### src/rtl/scalerPkg.sv
package scalerPkg;

    localparam int numLanes = 4;
    localparam int laneIdW = 2;

    localparam int sampleW = 18;
    localparam int gainW = 16;
    localparam int productW = 34;
    localparam int shiftW = 5;
    localparam int resultW = 18;

    // Queue depths double as the initial credit counts on each hop
    localparam int inDepth = 4;
    localparam int laneDepth = 4;
    localparam int outDepth = 4;

    localparam int laneCntW = $clog2(laneDepth + 1);
    localparam int outCntW = $clog2(outDepth + 1);

    typedef logic [laneIdW-1:0] laneIdT;
    typedef logic signed [sampleW-1:0] sampleT;
    typedef logic signed [gainW-1:0] gainT;
    typedef logic [shiftW-1:0] shiftT;
    typedef logic signed [productW-1:0] productT;
    typedef logic signed [resultW-1:0] resultT;

    typedef logic [laneCntW-1:0] laneCntT;
    typedef logic [outCntW-1:0] outCntT;

    typedef struct packed {
        laneIdT lane;
        sampleT sample;
    } taggedSampleT;

    // Symmetric limits keep a saturated result off the most negative code
    localparam resultT satPosValue = 18'h1ffff;
    localparam resultT satNegValue = 18'h20001;

endpackage

### src/rtl/gainLane.sv
`timescale 1ns/1ps

module gainLane (
    input  logic              clk,
    input  logic              arstN,
    input  logic              cfgWrite,
    input  scalerPkg::gainT   cfgGain,
    input  scalerPkg::shiftT  cfgShift,
    input  logic              inValid,
    input  scalerPkg::sampleT inSample,
    output logic              laneCredit,
    input  logic              outPop,
    output scalerPkg::resultT outData,
    output logic              outNotEmpty
);

    scalerPkg::gainT gainReg;
    scalerPkg::shiftT shiftReg;
    scalerPkg::sampleT inHead;
    logic inNotEmpty;
    logic inPop;
    scalerPkg::productT product;
    scalerPkg::shiftT productShift;
    logic productValid;
    scalerPkg::resultT result;
    logic resultValid;
    scalerPkg::laneCntT outCount;
    scalerPkg::laneCntT inFlight;

    always_ff @(posedge clk or negedge arstN) begin
        if (!arstN) begin
            gainReg <= '0;
            shiftReg <= '0;
        end else if (cfgWrite) begin
            gainReg <= cfgGain;
            shiftReg <= cfgShift;
        end
    end

    sampleFifo #(
        .payloadT (scalerPkg::sampleT),
        .depth    (scalerPkg::laneDepth)
    ) i_inFifo (
        .clk      (clk),
        .arstN    (arstN),
        .push     (inValid),
        .pushData (inSample),
        .pop      (inPop),
        .popData  (inHead),
        .notEmpty (inNotEmpty),
        .count    ()
    );

    // Samples already in the pipeline hold a reserved slot in the output FIFO
    assign inPop = inNotEmpty && ((outCount + inFlight) < scalerPkg::laneDepth);
    assign laneCredit = inPop;

    // The shift travels with the product so a later write cannot reach it
    always_ff @(posedge clk) begin
        if (inPop) begin
            product <= inHead * gainReg;
            productShift <= shiftReg;
        end
    end

    always_ff @(posedge clk or negedge arstN) begin
        if (!arstN) begin
            productValid <= 1'b0;
            inFlight <= '0;
        end else begin
            productValid <= inPop;
            inFlight <= inFlight + scalerPkg::laneCntT'(inPop)
                - scalerPkg::laneCntT'(resultValid);
        end
    end

    shiftSaturate i_shiftSaturate (
        .clk      (clk),
        .arstN    (arstN),
        .inValid  (productValid),
        .shift    (productShift),
        .dIn      (product),
        .outValid (resultValid),
        .dOut     (result)
    );

    sampleFifo #(
        .payloadT (scalerPkg::resultT),
        .depth    (scalerPkg::laneDepth)
    ) i_outFifo (
        .clk      (clk),
        .arstN    (arstN),
        .push     (resultValid),
        .pushData (result),
        .pop      (outPop),
        .popData  (outData),
        .notEmpty (outNotEmpty),
        .count    (outCount)
    );

endmodule

### src/rtl/laneCollector.sv
`timescale 1ns/1ps

module laneCollector (
    input  logic                           clk,
    input  logic                           arstN,
    input  logic [scalerPkg::numLanes-1:0] laneNotEmpty,
    input  scalerPkg::resultT              laneData [scalerPkg::numLanes],
    output logic [scalerPkg::numLanes-1:0] lanePop,
    output logic                           outValid,
    output scalerPkg::laneIdT              outLane,
    output scalerPkg::resultT              outData,
    input  logic                           outCredit
);

    scalerPkg::laneIdT lastLane;
    scalerPkg::laneIdT pick;
    logic found;
    logic popAny;
    scalerPkg::outCntT credit;

    // Search starts just after the last lane served and ends on that lane itself
    always_comb begin
        found = 1'b0;
        pick = lastLane;
        for (int k = 1; k <= scalerPkg::numLanes; k++) begin
            if (!found && laneNotEmpty[scalerPkg::laneIdT'(lastLane + k)]) begin
                found = 1'b1;
                pick = scalerPkg::laneIdT'(lastLane + k);
            end
        end
    end

    assign popAny = found && (credit != '0);

    always_comb begin
        for (int i = 0; i < scalerPkg::numLanes; i++) begin
            lanePop[i] = popAny && (pick == scalerPkg::laneIdT'(i));
        end
    end

    always_ff @(posedge clk) begin
        if (popAny) begin
            outLane <= pick;
            outData <= laneData[pick];
        end
    end

    always_ff @(posedge clk or negedge arstN) begin
        if (!arstN) begin
            lastLane <= '0;
            outValid <= 1'b0;
            credit <= scalerPkg::outCntT'(scalerPkg::outDepth);
        end else begin
            outValid <= popAny;
            if (popAny) begin
                lastLane <= pick;
            end
            credit <= credit + scalerPkg::outCntT'(outCredit)
                - scalerPkg::outCntT'(popAny);
        end
    end

endmodule

### src/rtl/laneDispatcher.sv
`timescale 1ns/1ps

module laneDispatcher (
    input  logic                           clk,
    input  logic                           arstN,
    input  logic                           inValid,
    input  scalerPkg::laneIdT              inLane,
    input  scalerPkg::sampleT              inSample,
    output logic                           inCredit,
    input  logic                           cfgWrite,
    input  scalerPkg::laneIdT              cfgLane,
    output logic [scalerPkg::numLanes-1:0] laneCfgWrite,
    output logic [scalerPkg::numLanes-1:0] laneValid,
    output scalerPkg::sampleT              laneSample,
    input  logic [scalerPkg::numLanes-1:0] laneCredit
);

    scalerPkg::taggedSampleT pushEntry;
    scalerPkg::taggedSampleT headEntry;
    logic headValid;
    logic send;
    scalerPkg::laneCntT credit [scalerPkg::numLanes];

    assign pushEntry.lane = inLane;
    assign pushEntry.sample = inSample;

    sampleFifo #(
        .payloadT (scalerPkg::taggedSampleT),
        .depth    (scalerPkg::inDepth)
    ) i_inQueue (
        .clk      (clk),
        .arstN    (arstN),
        .push     (inValid),
        .pushData (pushEntry),
        .pop      (send),
        .popData  (headEntry),
        .notEmpty (headValid),
        .count    ()
    );

    // A head entry for a lane without credit blocks the whole queue
    assign send = headValid && (credit[headEntry.lane] != '0);
    assign inCredit = send;
    assign laneSample = headEntry.sample;

    always_comb begin
        for (int i = 0; i < scalerPkg::numLanes; i++) begin
            laneValid[i] = send && (headEntry.lane == scalerPkg::laneIdT'(i));
            laneCfgWrite[i] = cfgWrite && (cfgLane == scalerPkg::laneIdT'(i));
        end
    end

    // Sends and returns on the same lane in one cycle cancel out
    always_ff @(posedge clk or negedge arstN) begin
        if (!arstN) begin
            for (int i = 0; i < scalerPkg::numLanes; i++) begin
                credit[i] <= scalerPkg::laneCntT'(scalerPkg::laneDepth);
            end
        end else begin
            for (int i = 0; i < scalerPkg::numLanes; i++) begin
                credit[i] <= credit[i] + scalerPkg::laneCntT'(laneCredit[i])
                    - scalerPkg::laneCntT'(laneValid[i]);
            end
        end
    end

endmodule

### src/rtl/multiLaneScaler.sv
`timescale 1ns/1ps

module multiLaneScaler (
    input  logic              clk,
    input  logic              arstN,
    input  logic              inValid,
    input  scalerPkg::laneIdT inLane,
    input  scalerPkg::sampleT inSample,
    output logic              inCredit,
    output logic              outValid,
    output scalerPkg::laneIdT outLane,
    output scalerPkg::resultT outData,
    input  logic              outCredit,
    input  logic              cfgWrite,
    input  scalerPkg::laneIdT cfgLane,
    input  scalerPkg::gainT   cfgGain,
    input  scalerPkg::shiftT  cfgShift
);

    logic [scalerPkg::numLanes-1:0] laneCfgWrite;
    logic [scalerPkg::numLanes-1:0] laneValid;
    logic [scalerPkg::numLanes-1:0] laneCredit;
    logic [scalerPkg::numLanes-1:0] lanePop;
    logic [scalerPkg::numLanes-1:0] laneNotEmpty;
    scalerPkg::sampleT laneSample;
    scalerPkg::resultT laneData [scalerPkg::numLanes];

    laneDispatcher i_dispatcher (
        .clk          (clk),
        .arstN        (arstN),
        .inValid      (inValid),
        .inLane       (inLane),
        .inSample     (inSample),
        .inCredit     (inCredit),
        .cfgWrite     (cfgWrite),
        .cfgLane      (cfgLane),
        .laneCfgWrite (laneCfgWrite),
        .laneValid    (laneValid),
        .laneSample   (laneSample),
        .laneCredit   (laneCredit)
    );

    // Gain and shift go to every lane, only the addressed lane's strobe fires
    for (genvar i = 0; i < scalerPkg::numLanes; i++) begin : gLane
        gainLane i_lane (
            .clk         (clk),
            .arstN       (arstN),
            .cfgWrite    (laneCfgWrite[i]),
            .cfgGain     (cfgGain),
            .cfgShift    (cfgShift),
            .inValid     (laneValid[i]),
            .inSample    (laneSample),
            .laneCredit  (laneCredit[i]),
            .outPop      (lanePop[i]),
            .outData     (laneData[i]),
            .outNotEmpty (laneNotEmpty[i])
        );
    end

    laneCollector i_collector (
        .clk          (clk),
        .arstN        (arstN),
        .laneNotEmpty (laneNotEmpty),
        .laneData     (laneData),
        .lanePop      (lanePop),
        .outValid     (outValid),
        .outLane      (outLane),
        .outData      (outData),
        .outCredit    (outCredit)
    );

endmodule

### src/rtl/sampleFifo.sv
`timescale 1ns/1ps

module sampleFifo #(
    parameter type payloadT = logic [7:0],
    parameter int depth = 4
) (
    input  logic                         clk,
    input  logic                         arstN,
    input  logic                         push,
    input  payloadT                      pushData,
    input  logic                         pop,
    output payloadT                      popData,
    output logic                         notEmpty,
    output logic [$clog2(depth+1)-1:0]   count
);

    payloadT mem [depth];
    logic [$clog2(depth)-1:0] wrPtr;
    logic [$clog2(depth)-1:0] rdPtr;

    always_ff @(posedge clk) begin
        if (push) begin
            mem[wrPtr] <= pushData;
        end
    end

    always_ff @(posedge clk or negedge arstN) begin
        if (!arstN) begin
            wrPtr <= '0;
            rdPtr <= '0;
            count <= '0;
        end else begin
            if (push) begin
                wrPtr <= (wrPtr == depth - 1) ? '0 : wrPtr + 1'b1;
            end
            if (pop) begin
                rdPtr <= (rdPtr == depth - 1) ? '0 : rdPtr + 1'b1;
            end
            // The sender never pushes into a full buffer, credits guarantee it
            case ({push, pop})
                2'b10: count <= count + 1'b1;
                2'b01: count <= count - 1'b1;
                default: count <= count;
            endcase
        end
    end

    assign popData = mem[rdPtr];
    assign notEmpty = (count != '0);

endmodule

### src/rtl/shiftSaturate.sv
`timescale 1ns/1ps

module shiftSaturate (
    input  logic               clk,
    input  logic               arstN,
    input  logic               inValid,
    input  scalerPkg::shiftT   shift,
    input  scalerPkg::productT dIn,
    output logic               outValid,
    output scalerPkg::resultT  dOut
);

    scalerPkg::productT shifted;
    scalerPkg::productT upper;
    scalerPkg::resultT field;
    logic satPos;
    logic satNeg;
    logic stageValid;
    logic sign;

    // Upper holds bits 33 down to shift+17, so the top bit of the field is part of the check
    always_comb begin
        sign = dIn[scalerPkg::productW-1];
        shifted = dIn >>> shift;
        upper = dIn >>> (shift + 6'd17);
    end

    always_ff @(posedge clk) begin
        if (inValid) begin
            if (shift[scalerPkg::shiftW-1]) begin
                // Shifts of 16 and above all keep the top 18 bits
                field <= dIn[scalerPkg::productW-1 -: scalerPkg::resultW];
                satPos <= 1'b0;
                satNeg <= 1'b0;
            end else begin
                field <= shifted[scalerPkg::resultW-1:0];
                satPos <= !sign && (upper != '0);
                satNeg <= sign && (upper != '1);
            end
        end
    end

    always_ff @(posedge clk) begin
        if (stageValid) begin
            if (satPos) begin
                dOut <= scalerPkg::satPosValue;
            end else if (satNeg) begin
                dOut <= scalerPkg::satNegValue;
            end else begin
                dOut <= field;
            end
        end
    end

    always_ff @(posedge clk or negedge arstN) begin
        if (!arstN) begin
            stageValid <= 1'b0;
            outValid <= 1'b0;
        end else begin
            stageValid <= inValid;
            outValid <= stageValid;
        end
    end

endmodule

### config.mk
export PLATFORM = sky130hd
export DESIGN_NAME = multiLaneScaler
export DESIGN_NICKNAME = d
export VERILOG_FILES = /design/src/rtl/scalerPkg.sv /design/src/rtl/gainLane.sv /design/src/rtl/laneCollector.sv /design/src/rtl/laneDispatcher.sv /design/src/rtl/multiLaneScaler.sv /design/src/rtl/sampleFifo.sv /design/src/rtl/shiftSaturate.sv
export SDC_FILE = /design/constraint.sdc
export NUM_CORES = 2
export LEC_CHECK = 0
export BUFFER_PORTS_ARGS = -buffer_cell sky130_fd_sc_hd__buf_4
export CELL_PAD_IN_SITES_DETAIL_PLACEMENT = 1
export CELL_PAD_IN_SITES_GLOBAL_PLACEMENT = 2
export CORE_ASPECT_RATIO = 0.8
export CORE_UTILIZATION = 46
export DETAILED_ROUTE_END_ITERATION = 12
export GPL_ROUTABILITY_DRIVEN = 0
export PLACE_DENSITY_LB_ADDON = 0.1
export SLEW_MARGIN = 10
export SYNTH_ARGS = -nofsm -noshare
export SYNTH_HDL_FRONTEND = slang
export SYNTH_SLANG_ARGS = --single-unit
export TNS_END_PERCENT = 30
### constraint.sdc
create_clock -name clk -period 9.9 [get_ports clk]
set_clock_uncertainty 0.1 [all_clocks]
set_input_delay 1.485 -clock clk [delete_from_list [all_inputs] [get_ports clk]]
set_output_delay 1.485 -clock clk [all_outputs]
set_load 0.02 [all_outputs]
==> flow_metrics.env <==
export IMPL_drtAntennaViolNets=0
export IMPL_timing_hold_ws_ps=341
export IMPL_syn_cell_area_um2=99900
export IMPL_syn2layout_area_growth_pct=7.09
export IMPL_crit_required_ps=10280
export IMPL_crit_path_start_kind="flop"
export IMPL_synth_compound_area_share_pct=5.80
export IMPL_yosys_cell_types_count=94
export IMPL_worstSetupEndpointType="flop"
export IMPL_dp_hpwl_mm=212
export IMPL_yosys_warnings=0
export IMPL_synth_xor_area_share_pct=1.91
export IMPL_avgSynthCellArea_um2=11.6
export IMPL_post_cts_setup_buffers=0
export IMPL_worst_pin_slew_ps=1200
export IMPL_wl_per_cell_um=24.3
export IMPL_grt_pass1_vias=69677
export IMPL_grt_pass1_wl_mm=430
export IMPL_slew_violations=0
export IMPL_die_w_um=523
export IMPL_synth_edf_count=984
export IMPL_place_ws_ps=1610
export IMPL_syn_nets=10261
export IMPL_fillers=22354
export IMPL_dieHeight_um=419
export IMPL_fmax_mhz=122
export IMPL_setup_viol=0
export IMPL_setup_ws_ps=1670
export IMPL_synthMuxAreaShare_pct=11.6
export IMPL_hold_viol_final=0
export IMPL_die_area_um2=219000
export IMPL_hold_path_class="flop to flop"
export IMPL_grt_overflow=0
export IMPL_tns_ps=0
export IMPL_synth_top_family_by_area="adder cells"
export IMPL_post_route_period_util_pct=83.1
export IMPL_ioPinCount=70
export IMPL_wirelength_mm=277
export IMPL_portBuffers=69
export IMPL_nets=10115
export IMPL_drc=0
export IMPL_drive_gt1_share_pct=10.8
export IMPL_status="finished, final reports clean"
export IMPL_synth_fa_ha_area_share_pct=29.0
export IMPL_cap_violations=0
export IMPL_crit_path_max_fanout=16
export IMPL_synth_simple_area_share_pct=10.2
export IMPL_utilization_pct=49.7
export IMPL_relSlewSlack_pct=19.7
export IMPL_seq_area_um2=34300
export IMPL_clkSlewWorstSetupHoldPaths_ps=60
export IMPL_cts_sinks=1173
export IMPL_tritoncts="done"
export IMPL_yosysSeqAreaShare_pct=34.3
export IMPL_cts_made_buffers=120
export IMPL_worstSkewPairLatency_ps=780
export IMPL_period_minus_slack_ps=8230
export IMPL_multiInputGateArea_um2=58600
export IMPL_ys_flop_type="edfxtp_1"
export IMPL_dr_pass1_iters=6
export IMPL_ys_ff_latch=1173
export IMPL_track_usage_pct=26.0
export IMPL_dr_first_iter_drc_count=4245
export IMPL_grt_start_max_net_pins=76
export IMPL_syn_inst=8607
export IMPL_start_util_pct=46.4
export IMPL_cts_htree_levels=3
export IMPL_worstPathArrival_ps=8600
export IMPL_crit_type="flop to flop"
export IMPL_via_count=63611
export IMPL_antenna_found_initial=19
export IMPL_root_buffer="clkbuf_16"
export IMPL_rsz0062_at_grt="no"
export IMPL_viasPerCell=5.57
export IMPL_coreArea_um2=215000
export IMPL_synth_async_reset_ratio_pct=16.1
export IMPL_rows=152
export IMPL_cts_resized=0
export IMPL_cts_hold_buf=0
export IMPL_ctsLongestPathBuffers=3
==> flip-flops by register name, summed over array words and instances (netlist names), 12 cells and up <==
| name | cells |
|---|---|
| gLane.i_lane.i_inFifo.mem | 288 |
| gLane.i_lane.i_outFifo.mem | 288 |
| gLane.i_lane.product | 136 |
| i_dispatcher.i_inQueue.mem | 80 |
| gLane.i_lane.i_shiftSaturate.dOut | 72 |
| gLane.i_lane.i_shiftSaturate.field | 72 |
| gLane.i_lane.gainReg | 64 |
| gLane.i_lane.productShift | 20 |
| gLane.i_lane.shiftReg | 20 |
| i_collector.outData | 18 |
| gLane.i_lane.i_inFifo.count | 12 |
| gLane.i_lane.i_outFifo.count | 12 |
| gLane.i_lane.inFlight | 12 |
| i_dispatcher.credit | 12 |
==> layout by cell type (no fill, tap or decap), drive strengths merged, types with 143 or more instances in the layout <==
| master | Yosys | layout |
|---|---|---|
| nand2 | 982 | 982 |
| buf | 134 | 143 |
| edfxtp | 984 | 984 |
| fa | 1178 | 1178 |
| mux2 | 207 | 207 |
| o21ai | 253 | 253 |
| mux4 | 319 | 319 |
| ha | 428 | 428 |
| a21oi | 214 | 214 |
| nor2 | 245 | 245 |
| and2 | 592 | 592 |
| dfrtp | 184 | 184 |
| xnor2 | 165 | 165 |
| clkbuf | 277 | 161 |
| inv | 1422 | 1431 |
| mux2i | 211 | 211 |
==> layer usage <==
layer / global-route usage [%] / wire length [um] / part of all wire (%) / up-vias
met1: 37.9 / 129000 / 47 / 33716
li1: - / - / - / 28293
met5: 0 / 122 / 0.044 / -
met3: 4.60 / 15900 / 5.7 / 249
met4: 5.51 / 5540 / 2.0 / 18
met2: 40.6 / 126000 / 46 / 1335
==> worst paths after layout <==
kind	start	slack (ps)	depth (start not counted)	end
setup reg to reg	gLane[3].i_lane.i_inFifo.rdPtr[0]	1670	22	gLane[3].i_lane.product[32]
setup / recovery	gLane[3].i_lane.i_inFifo.rdPtr[0]	1670	22	gLane[3].i_lane.product[32]
max in group asynchronous	arstN	6800	3	gLane[2].i_lane.gainReg[14]
hold reg to reg	gLane[1].i_lane.shiftReg[4]	340	0	gLane[1].i_lane.productShift[4]
hold / removal	gLane[1].i_lane.shiftReg[4]	340	0	gLane[1].i_lane.productShift[4]
min in group asynchronous	arstN	590	1	gLane[3].i_lane.i_outFifo.rdPtr[0]
==> Yosys cell counts, drive strengths merged (9+ instances only) <==
cell	n	area share, %
inv	1422	5.3
fa	1178	24
edfxtp	984	30
nand2	982	3.7
and2	592	3.7
ha	428	5.4
mux4	319	7.2
clkbuf	277	1.0
o21ai	253	1.3
nor2	245	0.92
a21oi	214	1.1
mux2i	211	2.1
mux2	207	2.3
dfrtp	184	4.6
xnor2	165	1.5
buf	134	0.73
a21o	133	1.0
a211oi	63	0.47
nor3	57	0.30
nand3	56	0.29
o211ai	55	0.41
a31oi	48	0.30
xor2	48	0.43
nand2b	38	0.24
nor2b	28	0.18
or3	26	0.16
nand4	24	0.15
nor4	22	0.14
o21a	22	0.17
and3	16	0.10
o31ai	15	0.11
o21bai	14	0.11
a211o	13	0.11
a311oi	9	0.079
or2	9	0.056
==> through the flow <==
step                instances  cell area, um2
finish                  11421          107000
global placement        11188          103000
floorplan                8607           99900
CTS                     11417          107000
detailed placement      11188          103000
global route            11418          107000
==> layout make-up <==
type / count / area share, %
Multi-Input combinational cell: 5597 / 54.7
Sequential cell: 1173 / 32.1
Inverter: 1426 / 5.01
Tap cell: 2849 / 3.33
Clock buffer: 161 / 3.08
Timing Repair Buffer: 143 / 1.01
Clock inverter: 68 / 0.756
Antenna cell: 4 / 0.00936
==> worst max-delay path, cell delays in order (launching register included) <==
cell and delay (ps):
dfrtp_1 950, buf_4 320, mux4_2 710, and2_1 260, fa_1 530, inv_1 50, fa_1 460, fa_1 510
inv_1 60, fa_1 510, fa_1 490, inv_1 50, fa_1 470, inv_1 40, ha_1 350, and4_1 230
a211oi_1 310, a21oi_1 170, o41ai_2 450, o21a_1 270, nor3_1 80, o41ai_1 420, xnor2_1 120
==> cells by family after synthesis <==
kind of cell / count (synthesis)
simple gates: 2127
buf+inv: 1837
fa+ha+maj: 1606
flops: 1173
compound gates: 914
mux: 737
xor+xnor: 213
Power is not shown: default switching activity piles up to over one toggle a cycle in this logic, so the estimate is an artifact.
